File: src/verilog/div_cfg.svh
// divide unit configuration
`ifndef DIV_CFG_SVH
`define DIV_CFG_SVH

// ==============================
// datapath widths
// ==============================
`define DIV_XLEN 64 // full register width
`define DIV_HLEN 32 // W form width

// ==============================
// one-hot operation codes
// ==============================
`define DIV_OP_REM   8'b1000_0000 // signed remainder
`define DIV_OP_REMU  8'b0100_0000
`define DIV_OP_REMUW 8'b0010_0000
`define DIV_OP_REMW  8'b0001_0000
`define DIV_OP_DIV   8'b0000_1000 // signed quotient
`define DIV_OP_DIVU  8'b0000_0100
`define DIV_OP_DIVUW 8'b0000_0010
`define DIV_OP_DIVW  8'b0000_0001

`endif

File: src/verilog/div_pkg.sv
// divide unit shared types
`include "div_cfg.svh"

package div_pkg;

  // ==============================
  // vector types
  // ==============================

  // operands, results and magnitudes
  typedef logic [`DIV_XLEN-1:0] xlen_t;

  // remainder in the upper half, quotient in the lower half
  typedef logic [2*`DIV_XLEN-1:0] dword_t;

  typedef logic [7:0] div_op_t; // one-hot op code

  // remaining iterations, 0 to 64
  typedef logic [6:0] iter_cnt_t;

  // ==============================
  // control FSM
  // ==============================
  typedef enum logic [1:0] {
    ST_IDLE, // waiting for a request
    ST_ITER, // one quotient bit per cycle
    ST_DONE  // holding result
  } div_state_e;

endpackage

File: src/verilog/div_operand_prep.sv
// divider operand conditioning
`include "div_cfg.svh"

module div_operand_prep (
  input  div_pkg::div_op_t op_i,
  input  div_pkg::xlen_t   dividend_i,
  input  div_pkg::xlen_t   divisor_i,
  output div_pkg::xlen_t   dividend_mag_o,
  output div_pkg::xlen_t   divisor_mag_o,
  output logic             quot_neg_o,
  output logic             rem_neg_o,
  output logic             special_o,
  output div_pkg::xlen_t   special_result_o
);
  import div_pkg::*;

  localparam int XL = `DIV_XLEN;
  localparam int HL = `DIV_HLEN;

  // op class decode
  logic is_w;
  logic is_signed;
  logic is_rem;

  // widened operands
  xlen_t dividend_sext;
  xlen_t divisor_sext;
  xlen_t dividend_ext;
  xlen_t divisor_ext;

  // sign and magnitude
  logic  dividend_neg;
  logic  divisor_neg;
  xlen_t dividend_abs;
  xlen_t divisor_abs;

  // special cases
  logic  div_zero;
  logic  overflow;
  xlen_t dividend_res;

  // ==============================
  // op decode
  // ==============================
  assign is_w      = |(op_i & (`DIV_OP_REMUW | `DIV_OP_REMW | `DIV_OP_DIVUW | `DIV_OP_DIVW));
  assign is_signed = |(op_i & (`DIV_OP_REM | `DIV_OP_REMW | `DIV_OP_DIV | `DIV_OP_DIVW));
  assign is_rem    = |(op_i & (`DIV_OP_REM | `DIV_OP_REMU | `DIV_OP_REMUW | `DIV_OP_REMW));

  // ==============================
  // width and sign handling
  // ==============================
  assign dividend_sext = {{(XL-HL){dividend_i[HL-1]}}, dividend_i[HL-1:0]};
  assign divisor_sext  = {{(XL-HL){divisor_i[HL-1]}}, divisor_i[HL-1:0]};

  // unsigned W forms only look at the low half
  assign dividend_ext = !is_w     ? dividend_i    :
                        is_signed ? dividend_sext :
                                    {{(XL-HL){1'b0}}, dividend_i[HL-1:0]};
  assign divisor_ext  = !is_w     ? divisor_i     :
                        is_signed ? divisor_sext  :
                                    {{(XL-HL){1'b0}}, divisor_i[HL-1:0]};

  assign dividend_neg = is_signed & dividend_ext[XL-1];
  assign divisor_neg  = is_signed & divisor_ext[XL-1];

  assign dividend_abs = dividend_neg ? -dividend_ext : dividend_ext;
  assign divisor_abs  = divisor_neg  ? -divisor_ext  : divisor_ext;

  // W dividend goes to the top so 32 shifts bring it all in
  assign dividend_mag_o = is_w ? {dividend_abs[HL-1:0], {(XL-HL){1'b0}}} : dividend_abs;
  assign divisor_mag_o  = divisor_abs; // upper half is zero for W

  assign quot_neg_o = dividend_neg ^ divisor_neg;
  assign rem_neg_o  = dividend_neg; // remainder follows the dividend

  // ==============================
  // divide by zero and overflow
  // ==============================
  assign div_zero = is_w ? (divisor_i[HL-1:0] == '0) : (divisor_i == '0);

  // most negative value divided by minus one
  assign overflow = is_signed & (is_w ?
                    (dividend_i[HL-1:0] == {1'b1, {(HL-1){1'b0}}}) &&
                    (&divisor_i[HL-1:0]) :
                    (dividend_i == {1'b1, {(XL-1){1'b0}}}) && (&divisor_i));

  assign special_o = div_zero | overflow;

  assign dividend_res = is_w ? dividend_sext : dividend_i;

  // ISA defined answers
  assign special_result_o = div_zero ? (is_rem ? dividend_res : '1) :
                            overflow ? (is_rem ? '0 : dividend_res) :
                                       '0;

endmodule

File: src/verilog/div_iter_core.sv
// restoring divider iteration core
`include "div_cfg.svh"

module div_iter_core (
  input  logic             clk,
  input  logic             rst_n,
  input  logic             div_valid_i,
  input  logic             result_ready_i,
  input  div_pkg::div_op_t op_i,
  input  div_pkg::xlen_t   dividend_mag_i,
  input  div_pkg::xlen_t   divisor_mag_i,
  input  logic             quot_neg_i,
  input  logic             rem_neg_i,
  input  logic             special_i,
  input  div_pkg::xlen_t   special_result_i,
  output logic             div_ready_o,
  output logic             result_valid_o,
  output div_pkg::div_op_t op_o,
  output div_pkg::xlen_t   quotient_o,
  output div_pkg::xlen_t   remainder_o,
  output logic             quot_neg_o,
  output logic             rem_neg_o,
  output logic             special_o
);
  import div_pkg::*;

  localparam int XL = `DIV_XLEN;
  localparam int HL = `DIV_HLEN;

  div_state_e state;
  div_state_e state_nxt;
  iter_cnt_t  cnt;        // iterations left

  dword_t     rq;         // {remainder, quotient}
  dword_t     rq_shift;
  xlen_t      divisor_r;
  div_op_t    op_r;
  logic       quot_neg_r;
  logic       rem_neg_r;
  logic       special_r;

  logic       accept;
  logic       is_w;
  logic       last_iter;
  logic [XL:0] trial;     // sign bit on top

  // ==============================
  // handshake
  // ==============================
  assign div_ready_o    = (state == ST_IDLE);
  assign result_valid_o = (state == ST_DONE);
  assign accept         = div_valid_i & div_ready_o;

  assign is_w      = |(op_i & (`DIV_OP_REMUW | `DIV_OP_REMW | `DIV_OP_DIVUW | `DIV_OP_DIVW));
  assign last_iter = (cnt == iter_cnt_t'(1));

  // ==============================
  // FSM
  // ==============================
  always_comb begin
    state_nxt = state;
    case (state)
      ST_IDLE: begin
        if (accept) begin
          state_nxt = special_i ? ST_DONE : ST_ITER; // special cases skip the loop
        end
      end
      ST_ITER: begin
        if (last_iter) begin
          state_nxt = ST_DONE;
        end
      end
      ST_DONE: begin
        if (result_ready_i) begin
          state_nxt = ST_IDLE;
        end
      end
      default: state_nxt = ST_IDLE;
    endcase
  end

  always_ff @(posedge clk) begin
    if (rst_n) begin
      state <= ST_IDLE;
      cnt   <= '0;
    end else begin
      state <= state_nxt;
      if (accept) begin
        cnt <= is_w ? iter_cnt_t'(HL) : iter_cnt_t'(XL);
      end else if (state == ST_ITER) begin
        cnt <= cnt - 1'b1;
      end
    end
  end

  // ==============================
  // shift and subtract datapath
  // ==============================
  assign rq_shift = rq << 1;

  // partial remainder after the shift, minus divisor
  assign trial = rq[2*XL-1:XL-1] - {1'b0, divisor_r};

  always_ff @(posedge clk) begin
    if (accept) begin
      op_r       <= op_i;
      quot_neg_r <= quot_neg_i;
      rem_neg_r  <= rem_neg_i;
      special_r  <= special_i;
      divisor_r  <= divisor_mag_i;
      // special answer parks in the quotient half
      rq <= {{XL{1'b0}}, special_i ? special_result_i : dividend_mag_i};
    end else if (state == ST_ITER) begin
      if (trial[XL]) begin
        rq <= rq_shift; // negative so restore, quotient bit 0
      end else begin
        rq <= {trial[XL-1:0], rq_shift[XL-1:1], 1'b1};
      end
    end
  end

  // ==============================
  // outputs
  // ==============================
  assign op_o        = op_r;
  assign quotient_o  = rq[XL-1:0];
  assign remainder_o = rq[2*XL-1:XL];
  assign quot_neg_o  = quot_neg_r;
  assign rem_neg_o   = rem_neg_r;
  assign special_o   = special_r;

endmodule

File: src/verilog/div_result_sel.sv
// divider result selection
`include "div_cfg.svh"

module div_result_sel (
  input  div_pkg::div_op_t op_i,
  input  div_pkg::xlen_t   quotient_i,
  input  div_pkg::xlen_t   remainder_i,
  input  logic             quot_neg_i,
  input  logic             rem_neg_i,
  input  logic             special_i,
  input  div_pkg::xlen_t   special_result_i,
  output div_pkg::xlen_t   result_o
);
  import div_pkg::*;

  localparam int XL = `DIV_XLEN;
  localparam int HL = `DIV_HLEN;

  logic  is_w;
  logic  is_rem;
  xlen_t quot_fix;
  xlen_t rem_fix;
  xlen_t raw;
  xlen_t raw_w;

  // ==============================
  // op decode
  // ==============================
  assign is_w   = |(op_i & (`DIV_OP_REMUW | `DIV_OP_REMW | `DIV_OP_DIVUW | `DIV_OP_DIVW));
  assign is_rem = |(op_i & (`DIV_OP_REM | `DIV_OP_REMU | `DIV_OP_REMUW | `DIV_OP_REMW));

  // ==============================
  // sign correction
  // ==============================
  assign quot_fix = quot_neg_i ? -quotient_i  : quotient_i;
  assign rem_fix  = rem_neg_i  ? -remainder_i : remainder_i;

  assign raw = is_rem ? rem_fix : quot_fix;

  // W results are sign extended from bit 31
  assign raw_w = {{(XL-HL){raw[HL-1]}}, raw[HL-1:0]};

  // special answer is already final
  assign result_o = special_i ? special_result_i :
                    is_w      ? raw_w            :
                                raw;

endmodule

File: src/verilog/div_unit.sv
// integer divide unit
module div_unit (
  input  logic             clk,
  input  logic             rst_n,
  input  logic             div_valid_i,
  input  div_pkg::div_op_t div_op_i,
  input  div_pkg::xlen_t   dividend_i,
  input  div_pkg::xlen_t   divisor_i,
  output logic             div_ready_o,
  input  logic             result_ready_i,
  output logic             result_valid_o,
  output div_pkg::xlen_t   result_o
);
  import div_pkg::*;

  // prep to core
  xlen_t   dividend_mag;
  xlen_t   divisor_mag;
  logic    prep_quot_neg;
  logic    prep_rem_neg;
  logic    prep_special;
  xlen_t   prep_special_result;

  // core to result select
  div_op_t op_r;
  xlen_t   quotient;
  xlen_t   remainder;
  logic    quot_neg;
  logic    rem_neg;
  logic    special;

  div_operand_prep i_operand_prep (
    .op_i             (div_op_i),
    .dividend_i       (dividend_i),
    .divisor_i        (divisor_i),
    .dividend_mag_o   (dividend_mag),
    .divisor_mag_o    (divisor_mag),
    .quot_neg_o       (prep_quot_neg),
    .rem_neg_o        (prep_rem_neg),
    .special_o        (prep_special),
    .special_result_o (prep_special_result)
  );

  div_iter_core i_iter_core (
    .clk              (clk),
    .rst_n            (rst_n),
    .div_valid_i      (div_valid_i),
    .result_ready_i   (result_ready_i),
    .op_i             (div_op_i),
    .dividend_mag_i   (dividend_mag),
    .divisor_mag_i    (divisor_mag),
    .quot_neg_i       (prep_quot_neg),
    .rem_neg_i        (prep_rem_neg),
    .special_i        (prep_special),
    .special_result_i (prep_special_result),
    .div_ready_o      (div_ready_o),
    .result_valid_o   (result_valid_o),
    .op_o             (op_r),
    .quotient_o       (quotient),
    .remainder_o      (remainder),
    .quot_neg_o       (quot_neg),
    .rem_neg_o        (rem_neg),
    .special_o        (special)
  );

  // stored special answer comes back in the quotient field
  div_result_sel i_result_sel (
    .op_i             (op_r),
    .quotient_i       (quotient),
    .remainder_i      (remainder),
    .quot_neg_i       (quot_neg),
    .rem_neg_i        (rem_neg),
    .special_i        (special),
    .special_result_i (quotient),
    .result_o         (result_o)
  );

endmodule

File: config.mk
export PLATFORM = sky130hd
export DESIGN_NAME = div_unit
export DESIGN_NICKNAME = d
export VERILOG_FILES = /design/src/verilog/div_pkg.sv /design/src/verilog/div_operand_prep.sv /design/src/verilog/div_iter_core.sv /design/src/verilog/div_result_sel.sv /design/src/verilog/div_unit.sv
export VERILOG_INCLUDE_DIRS = /design/src /design/src/verilog
export SDC_FILE = /design/constraint.sdc
export NUM_CORES = 1
export LEC_CHECK = 0
export ABC_AREA = 1
export BUFFER_PORTS_ARGS = -buffer_cell sky130_fd_sc_hd__buf_2
export CORE_MARGIN = 1.5
export CORE_UTILIZATION = 35
export DETAILED_ROUTE_END_ITERATION = 16
export PLACE_DENSITY = 0.53
export SYNTH_ARGS = -nofsm -noshare
export SYNTH_HDL_FRONTEND = slang
export SYNTH_SLANG_ARGS = --single-unit
File: constraint.sdc
create_clock -name clk -period 4.8 [get_ports clk]
set_input_delay 0.48 -clock clk [delete_from_list [all_inputs] [get_ports clk]]
set_output_delay 0.48 -clock clk [all_outputs]
set_load 0.02 [all_outputs]
== Yosys cells after proc, flatten, opt, wreduce, memory -nomap -nowiden ==
Index checks and enable logic that the tools add are counted.
Cells by class
  $add $sub $neg: 6
  eq/ne operators: 8
  mux-type cells: 31
  bitwise gates (word level): 6
  reductions and logical operators: 14
Operators with widths (count)
  $mux W64: 20
  $neg A64 Y64: 4
  $mux W128: 1
  $sub A65 B64 Y65: 1
  $eq A64 B64 Y1 const B: 1
  $logic_not A64 Y1: 1
  $reduce_and A64 Y1: 1
  $eq A32 B32 Y1 const B: 1
  $logic_not A32 Y1: 1
  $reduce_and A32 Y1: 1
  $mux W7: 3
  $reduce_or A4 Y1: 5
  $mux W2: 4
  $eq A7 B1 Y1 const B: 1
  $sub A7 B1 Y7 const B: 1
  $pmux W2 S3: 1
  $and A1 B1 Y1: 4
  $ne A2 B2 Y1 const B: 2
  $reduce_and A3 Y1: 1
  $eq A2 B1 Y1 const B: 1
  $eq A2 B2 Y1 const B: 1
  $logic_and A1 B1 Y1: 2
  $logic_not A2 Y1: 1
  $mux W1: 2
  other kinds (4): 4
Word-level totals
  register bits after elaboration: 212
  input port bits: 140
  output and inout bits: 66
  word-level logic and storage cells: 74

== Logic depth before layout (Yosys ltp) ==
  word-level depth: 8
  gate-level depth with buffers: 21
  gate-level depth less buffers: 19

== Cells and area by module ==
Synthesis repeated with hierarchy kept, for this count alone.
Second synthesis, totals
  cells, all modules: 5227
  area total of the unflattened synthesis: 28514.8 µm²
Modules (own cells, without submodules)
  div_iter_core: times used 1, cells an instance 2476, area each 16005.4 µm², sequential area each 5635.4 µm²
  div_operand_prep: times used 1, cells an instance 1380, area each 6372.4 µm², sequential area each 0.0 µm²
  div_result_sel: times used 1, cells an instance 1371, area each 6137.1 µm², sequential area each 0.0 µm²

== Worst setup path before layout ==
OpenSTA, ideal clock, no wires.
  path kind: register to register
  start point: register i_iter_core.state[0]
  end point: register i_iter_core.divisor_r[0], enable pin
  setup time: 0.465 ns
  arrival: 3.594 ns
  data required time: 4.335 ns
  path slack: 0.740 ns
  stages on the path, launching flop included: 6
  path buffers: 2
  clock period less this slack: 4.060 ns
  cells stage by stage: dfxtp_1 nor2_1 inv_1 nor2_1 clkbuf_1 buf_1
On the way
  word-level cells in the longest chain between the ends: 2
RTL lines
  from (decl): RTL line div_iter_core.sv:30  | div_state_e state;
  from (signal assigned): RTL line div_iter_core.sv:87  | state <= state_nxt;
  $logic_not A2 Y1: RTL line div_iter_core.sv:50  | assign div_ready_o = (state == ST_IDLE);
  net div_ready_o: RTL line div_unit.sv:9  | output logic div_ready_o,
  $and A1 B1 Y1: RTL line div_iter_core.sv:52  | assign accept = div_valid_i & div_ready_o;
  net i_iter_core.accept: RTL line div_iter_core.sv:42  | logic accept;
  to (signal assigned): RTL line div_iter_core.sv:110  | divisor_r <= divisor_mag_i;
  to (decl): RTL line div_iter_core.sv:36  | xlen_t divisor_r;
The timed path passes the listed nets, and every way through them passes these cells.
A chain may end at the register's enable or synchronous reset.

== Worst setup path in the final report ==
  start point: register i_iter_core.rq[0]
  end point: output result_o[38]
On the way
  word-level cells in the longest chain between the ends: 5
RTL lines
  from (decl): RTL line div_iter_core.sv:34  | dword_t rq;
  from (signal assigned): RTL line div_iter_core.sv:112  | rq <= {{XL{1'b0}}, special_i ? special_result_i : dividend_mag_i};
  from (signal assigned): RTL line div_iter_core.sv:115  | rq <= rq_shift;
  from (signal assigned): RTL line div_iter_core.sv:117  | rq <= {trial[XL-1:0], rq_shift[XL-1:1], 1'b1};
  $neg A64 Y64: RTL line div_result_sel.sv:35  | assign quot_fix = quot_neg_i ? -quotient_i : quotient_i;
  $mux W64: RTL line div_result_sel.sv:35
  $mux W64: RTL line div_result_sel.sv:38  | assign raw = is_rem ? rem_fix : quot_fix;
  $mux W64: RTL line div_result_sel.sv:45  | is_w ? raw_w :
  $mux W64: RTL line div_result_sel.sv:44  | assign result_o = special_i ? special_result_i :
  to (decl): RTL line div_unit.sv:12  | output div_pkg::xlen_t result_o
Every way passes these cells.

==> flow_metrics.py <==
metrics = {
    "status": {
        "status": "completed",
    },
    "worst_setup_path": {
        "worst_path_max_delay_cell": "edfxtp_1",
        "critical_path.cell_chain": "inv_1 > ha_1 > nand2_1 > nor2_2 > nand2_1 > o21ai_2 > nand2_1 > a21oi_2 > a21oi_1 > o21ai_0 > nand2_1 > a21oi_1 > buf_2",
        "worstPathArrival_ns": 3.77,
        "cp_data_required_time_ns": 4.32,
        "cp-end-kind": "output port",
        "slowest_delay_ns": 0.43,
        "crit_path_frequent_cell": "nand2_1",
        "worst-path-buf-inv": 2,
        "critPathMaxFanout": 6,
        "critPathKind": "reg -> out",
        "crit_path_start_kind": "flip-flop",
        "crit_family": "compound AO/OA/AOI/OAI gates",
    },
    "clock_tree": {
        "hold_buffers": 0,
        "path_clk_slew_ns": 0.06,
        "htreeDepth": 1,
        "cts_tree": "done",
        "cts_resized": 0,
        "insertion_delay_ns": 0.58,
        "cts_root_buffer": "clkbuf_16",
        "clock_path_buffers": 3,
        "postCtsSetupBuffers": 0,
        "cts_made_buffers": 27,
        "numClockSinks": 210,
    },
    "yosys": {
        "synthArstFlopShare_pct": 0,
        "seq_area_frac_synth_pct": 21.2,
        "postSynthCellCount": 4729,
        "postSynthAreaPerCell_sq_um": 5.56,
        "synth_edf_count": 137,
        "ys_seq_elements": 210,
        "yosysWarnings": 0,
        "netlist_area_sq_mm": 0.0263,
        "synth_fp_nets": 4941,
        "ys.flop_type": "edfxtp_1",
        "ys_types": 56,
    },
    "sta": {
        "maxSlewHeadroom_pct": 33.8,
        "setup_viol_count_final": 0,
        "fin_crit_sh_pct": 88.6,
        "slew_violations": 0,
        "clock.fmax_mhz": 235,
        "min_period_ns": 4.25,
        "hold_viol_final": 0,
        "rsz0062_at_grt": "false",
        "tightest_slew_ns": 0.991,
        "clock-skew-final_ns": 0.0184,
        "fin_tns_setup_ns": 0,
    },
    "flow_run": {
        "cap_viol_max_count": 0,
    },
    "placement": {
        "hpwl_um": 101000,
        "dp_cells": 5791,
        "place_congestion": 1.00,
        "io_buffers": 204,
    },
    "routing": {
        "drt_first_pass_iters": 6,
        "wl_per_cell_um": 21.1,
        "route.detailed.drc": 0,
        "vias": 31440,
        "first_iter_violations": 3514,
        "drt-vias-per-instance": 5.38,
        "detail_route.wirelength_um": 123000,
        "detail-route-antenna-nets": 0,
    },
    "power": {
        "worst_ir_drop_vdd_mv": 0.704,
        "leakage_nw": 14.1,
        "power_density_mw_per_mm2": 546,
    },
    "cells_and_area": {
        "final_common_cell": "nand2_1",
        "area_growth_pct": 10.6,
        "layout_common_cells": "1523 x nand2_1, 682 x nor2_1, 629 x inv_1",
        "drive_gt1_share_pct": 7.39,
        "fin_cells": 5842,
        "layout.nets": 5063,
    },
    "global_routing": {
        "grt_pass1_vias": 28607,
        "track_usage_pct": 31.1,
        "antenna_found_initial": 3,
        "overflow": 0,
        "grt_max_degree": 161,
        "grt_pass1_wl_um": 181000,
    },
    "die": {
        "io_pins": 206,
        "initial_utilization_pct": 35.3,
        "die_area_sq_mm": 0.0768,
        "die_w_um": 277,
        "rows": 100,
        "fp.dieH_um": 277,
        "core-area_sq_mm": 0.0744,
    },
    "worst_hold_path": {
        "hold_path.class": "in -> reg",
    },
}
## worst paths after layout
path	from	to	slack (ns)	depth (start not counted)
max	i_iter_core.rq[0]$_DFFE_PP_	result_o[38]	0.55	13
min	div_op_i[1]	i_iter_core.op_o[1]$_DFFE_PP_	0.11	1
max reg2reg	i_iter_core.rq[63]$_DFFE_PP_	i_iter_core.rq[69]$_SDFFE_PP0P_	0.91	21
min reg2reg	i_iter_core.cnt[0]$_SDFFE_PP0P_	i_iter_core.cnt[0]$_SDFFE_PP0P_	0.49	1
## cell usage after synthesis (73+ instances only)
library cell	count	area share (%)
edfxtp_1	137	16
nor2_1	684	9.8
xor2_1	113	3.8
nand3_1	468	8.9
nor3_1	73	1.4
a21oi_1	192	3.7
inv_1	633	9.0
o21ai_0	239	4.5
nand2_1	1524	22
dfxtp_1	73	5.6
nand4_1	87	2.1
clkbuf_1	76	1.1
## metrics by stage
stage	worst slack, ns	util, %	total power [mW]	cell area, sq um	hold slack [ns]
global route	0.304	39.1	17.0	29100	0.0966
floorplan	0.740	-	9.89	26300	0.448
CTS	0.608	39.1	15.8	29100	0.0841
finish	0.546	39.1	15.9	29100	0.110
global placement	1.07	37.9	13.6	28200	0.473
detailed placement	1.04	37.9	13.6	28200	0.479
## kinds of logic (layout without fill, tap and decap cells)
| logic type | Yosys count | in the layout | share of synthesized area, % |
|---|---|---|---|
| buffers and inverters | 791 | 934 | 11.9 |
| AND/OR/NAND/NOR | 2923 | 2923 | 46.4 |
| adder cells (fa/ha/maj) | 72 | 72 | 3.45 |
| AO/OA/AOI/OAI | 595 | 595 | 12.4 |
| other | 0 | 1 | 0 |
| XOR/XNOR | 138 | 138 | 4.59 |
| flip-flops | 210 | 210 | 21.2 |
## power by group
| group | internal [mW] | switching (mW) | total [mW] |
|---|---|---|---|
| Clock | 1.26 | 0.893 | 2.15 |
| Combinational | 2.78 | 7.05 | 9.83 |
| Sequential | 2.82 | 1.10 | 3.92 |
## flip-flops by register name (all words and copies together) (netlist names)
register	count
i_iter_core.quot_neg_o	1
i_iter_core.special_o	1
i_iter_core.divisor_r	64
i_iter_core.cnt	7
i_iter_core.rem_neg_o	1
i_iter_core.rq	128
i_iter_core.state	2
i_iter_core.op_o	6
## worst register-to-register path: cells and delay by family (launching register included)
kind          cells  cell delay [ns]
buf+inv           4             0.72
fa+ha+maj         2             0.64
flops             1             0.52
simple gates     15             1.91
## routing by layer
layer | part of all wire (%) | track usage, % | up-vias
met5 | 0.011 | 0 | -
met4 | 3.3 | 9.61 | 2
met3 | 8.1 | 4.04 | 150
met2 | 43 | 48.5 | 1312
met1 | 45 | 44.4 | 14504
li1 | - | - | 15472
## cell type report
| type | instances | area, sq um |
|---|---|---|
| clock buffers | 29 | 683 |
| multi-input cells | 3728 | 17600 |
| flip-flops and latches | 210 | 5580 |
| repair buffers | 241 | 1350 |
| clock inverters | 21 | 239 |
| well taps | 969 | 1210 |
| diodes | 1 | 2.50 |
| fillers | 8458 | 45300 |
| inverters | 643 | 2410 |
(Power assumes the default switching activity.)
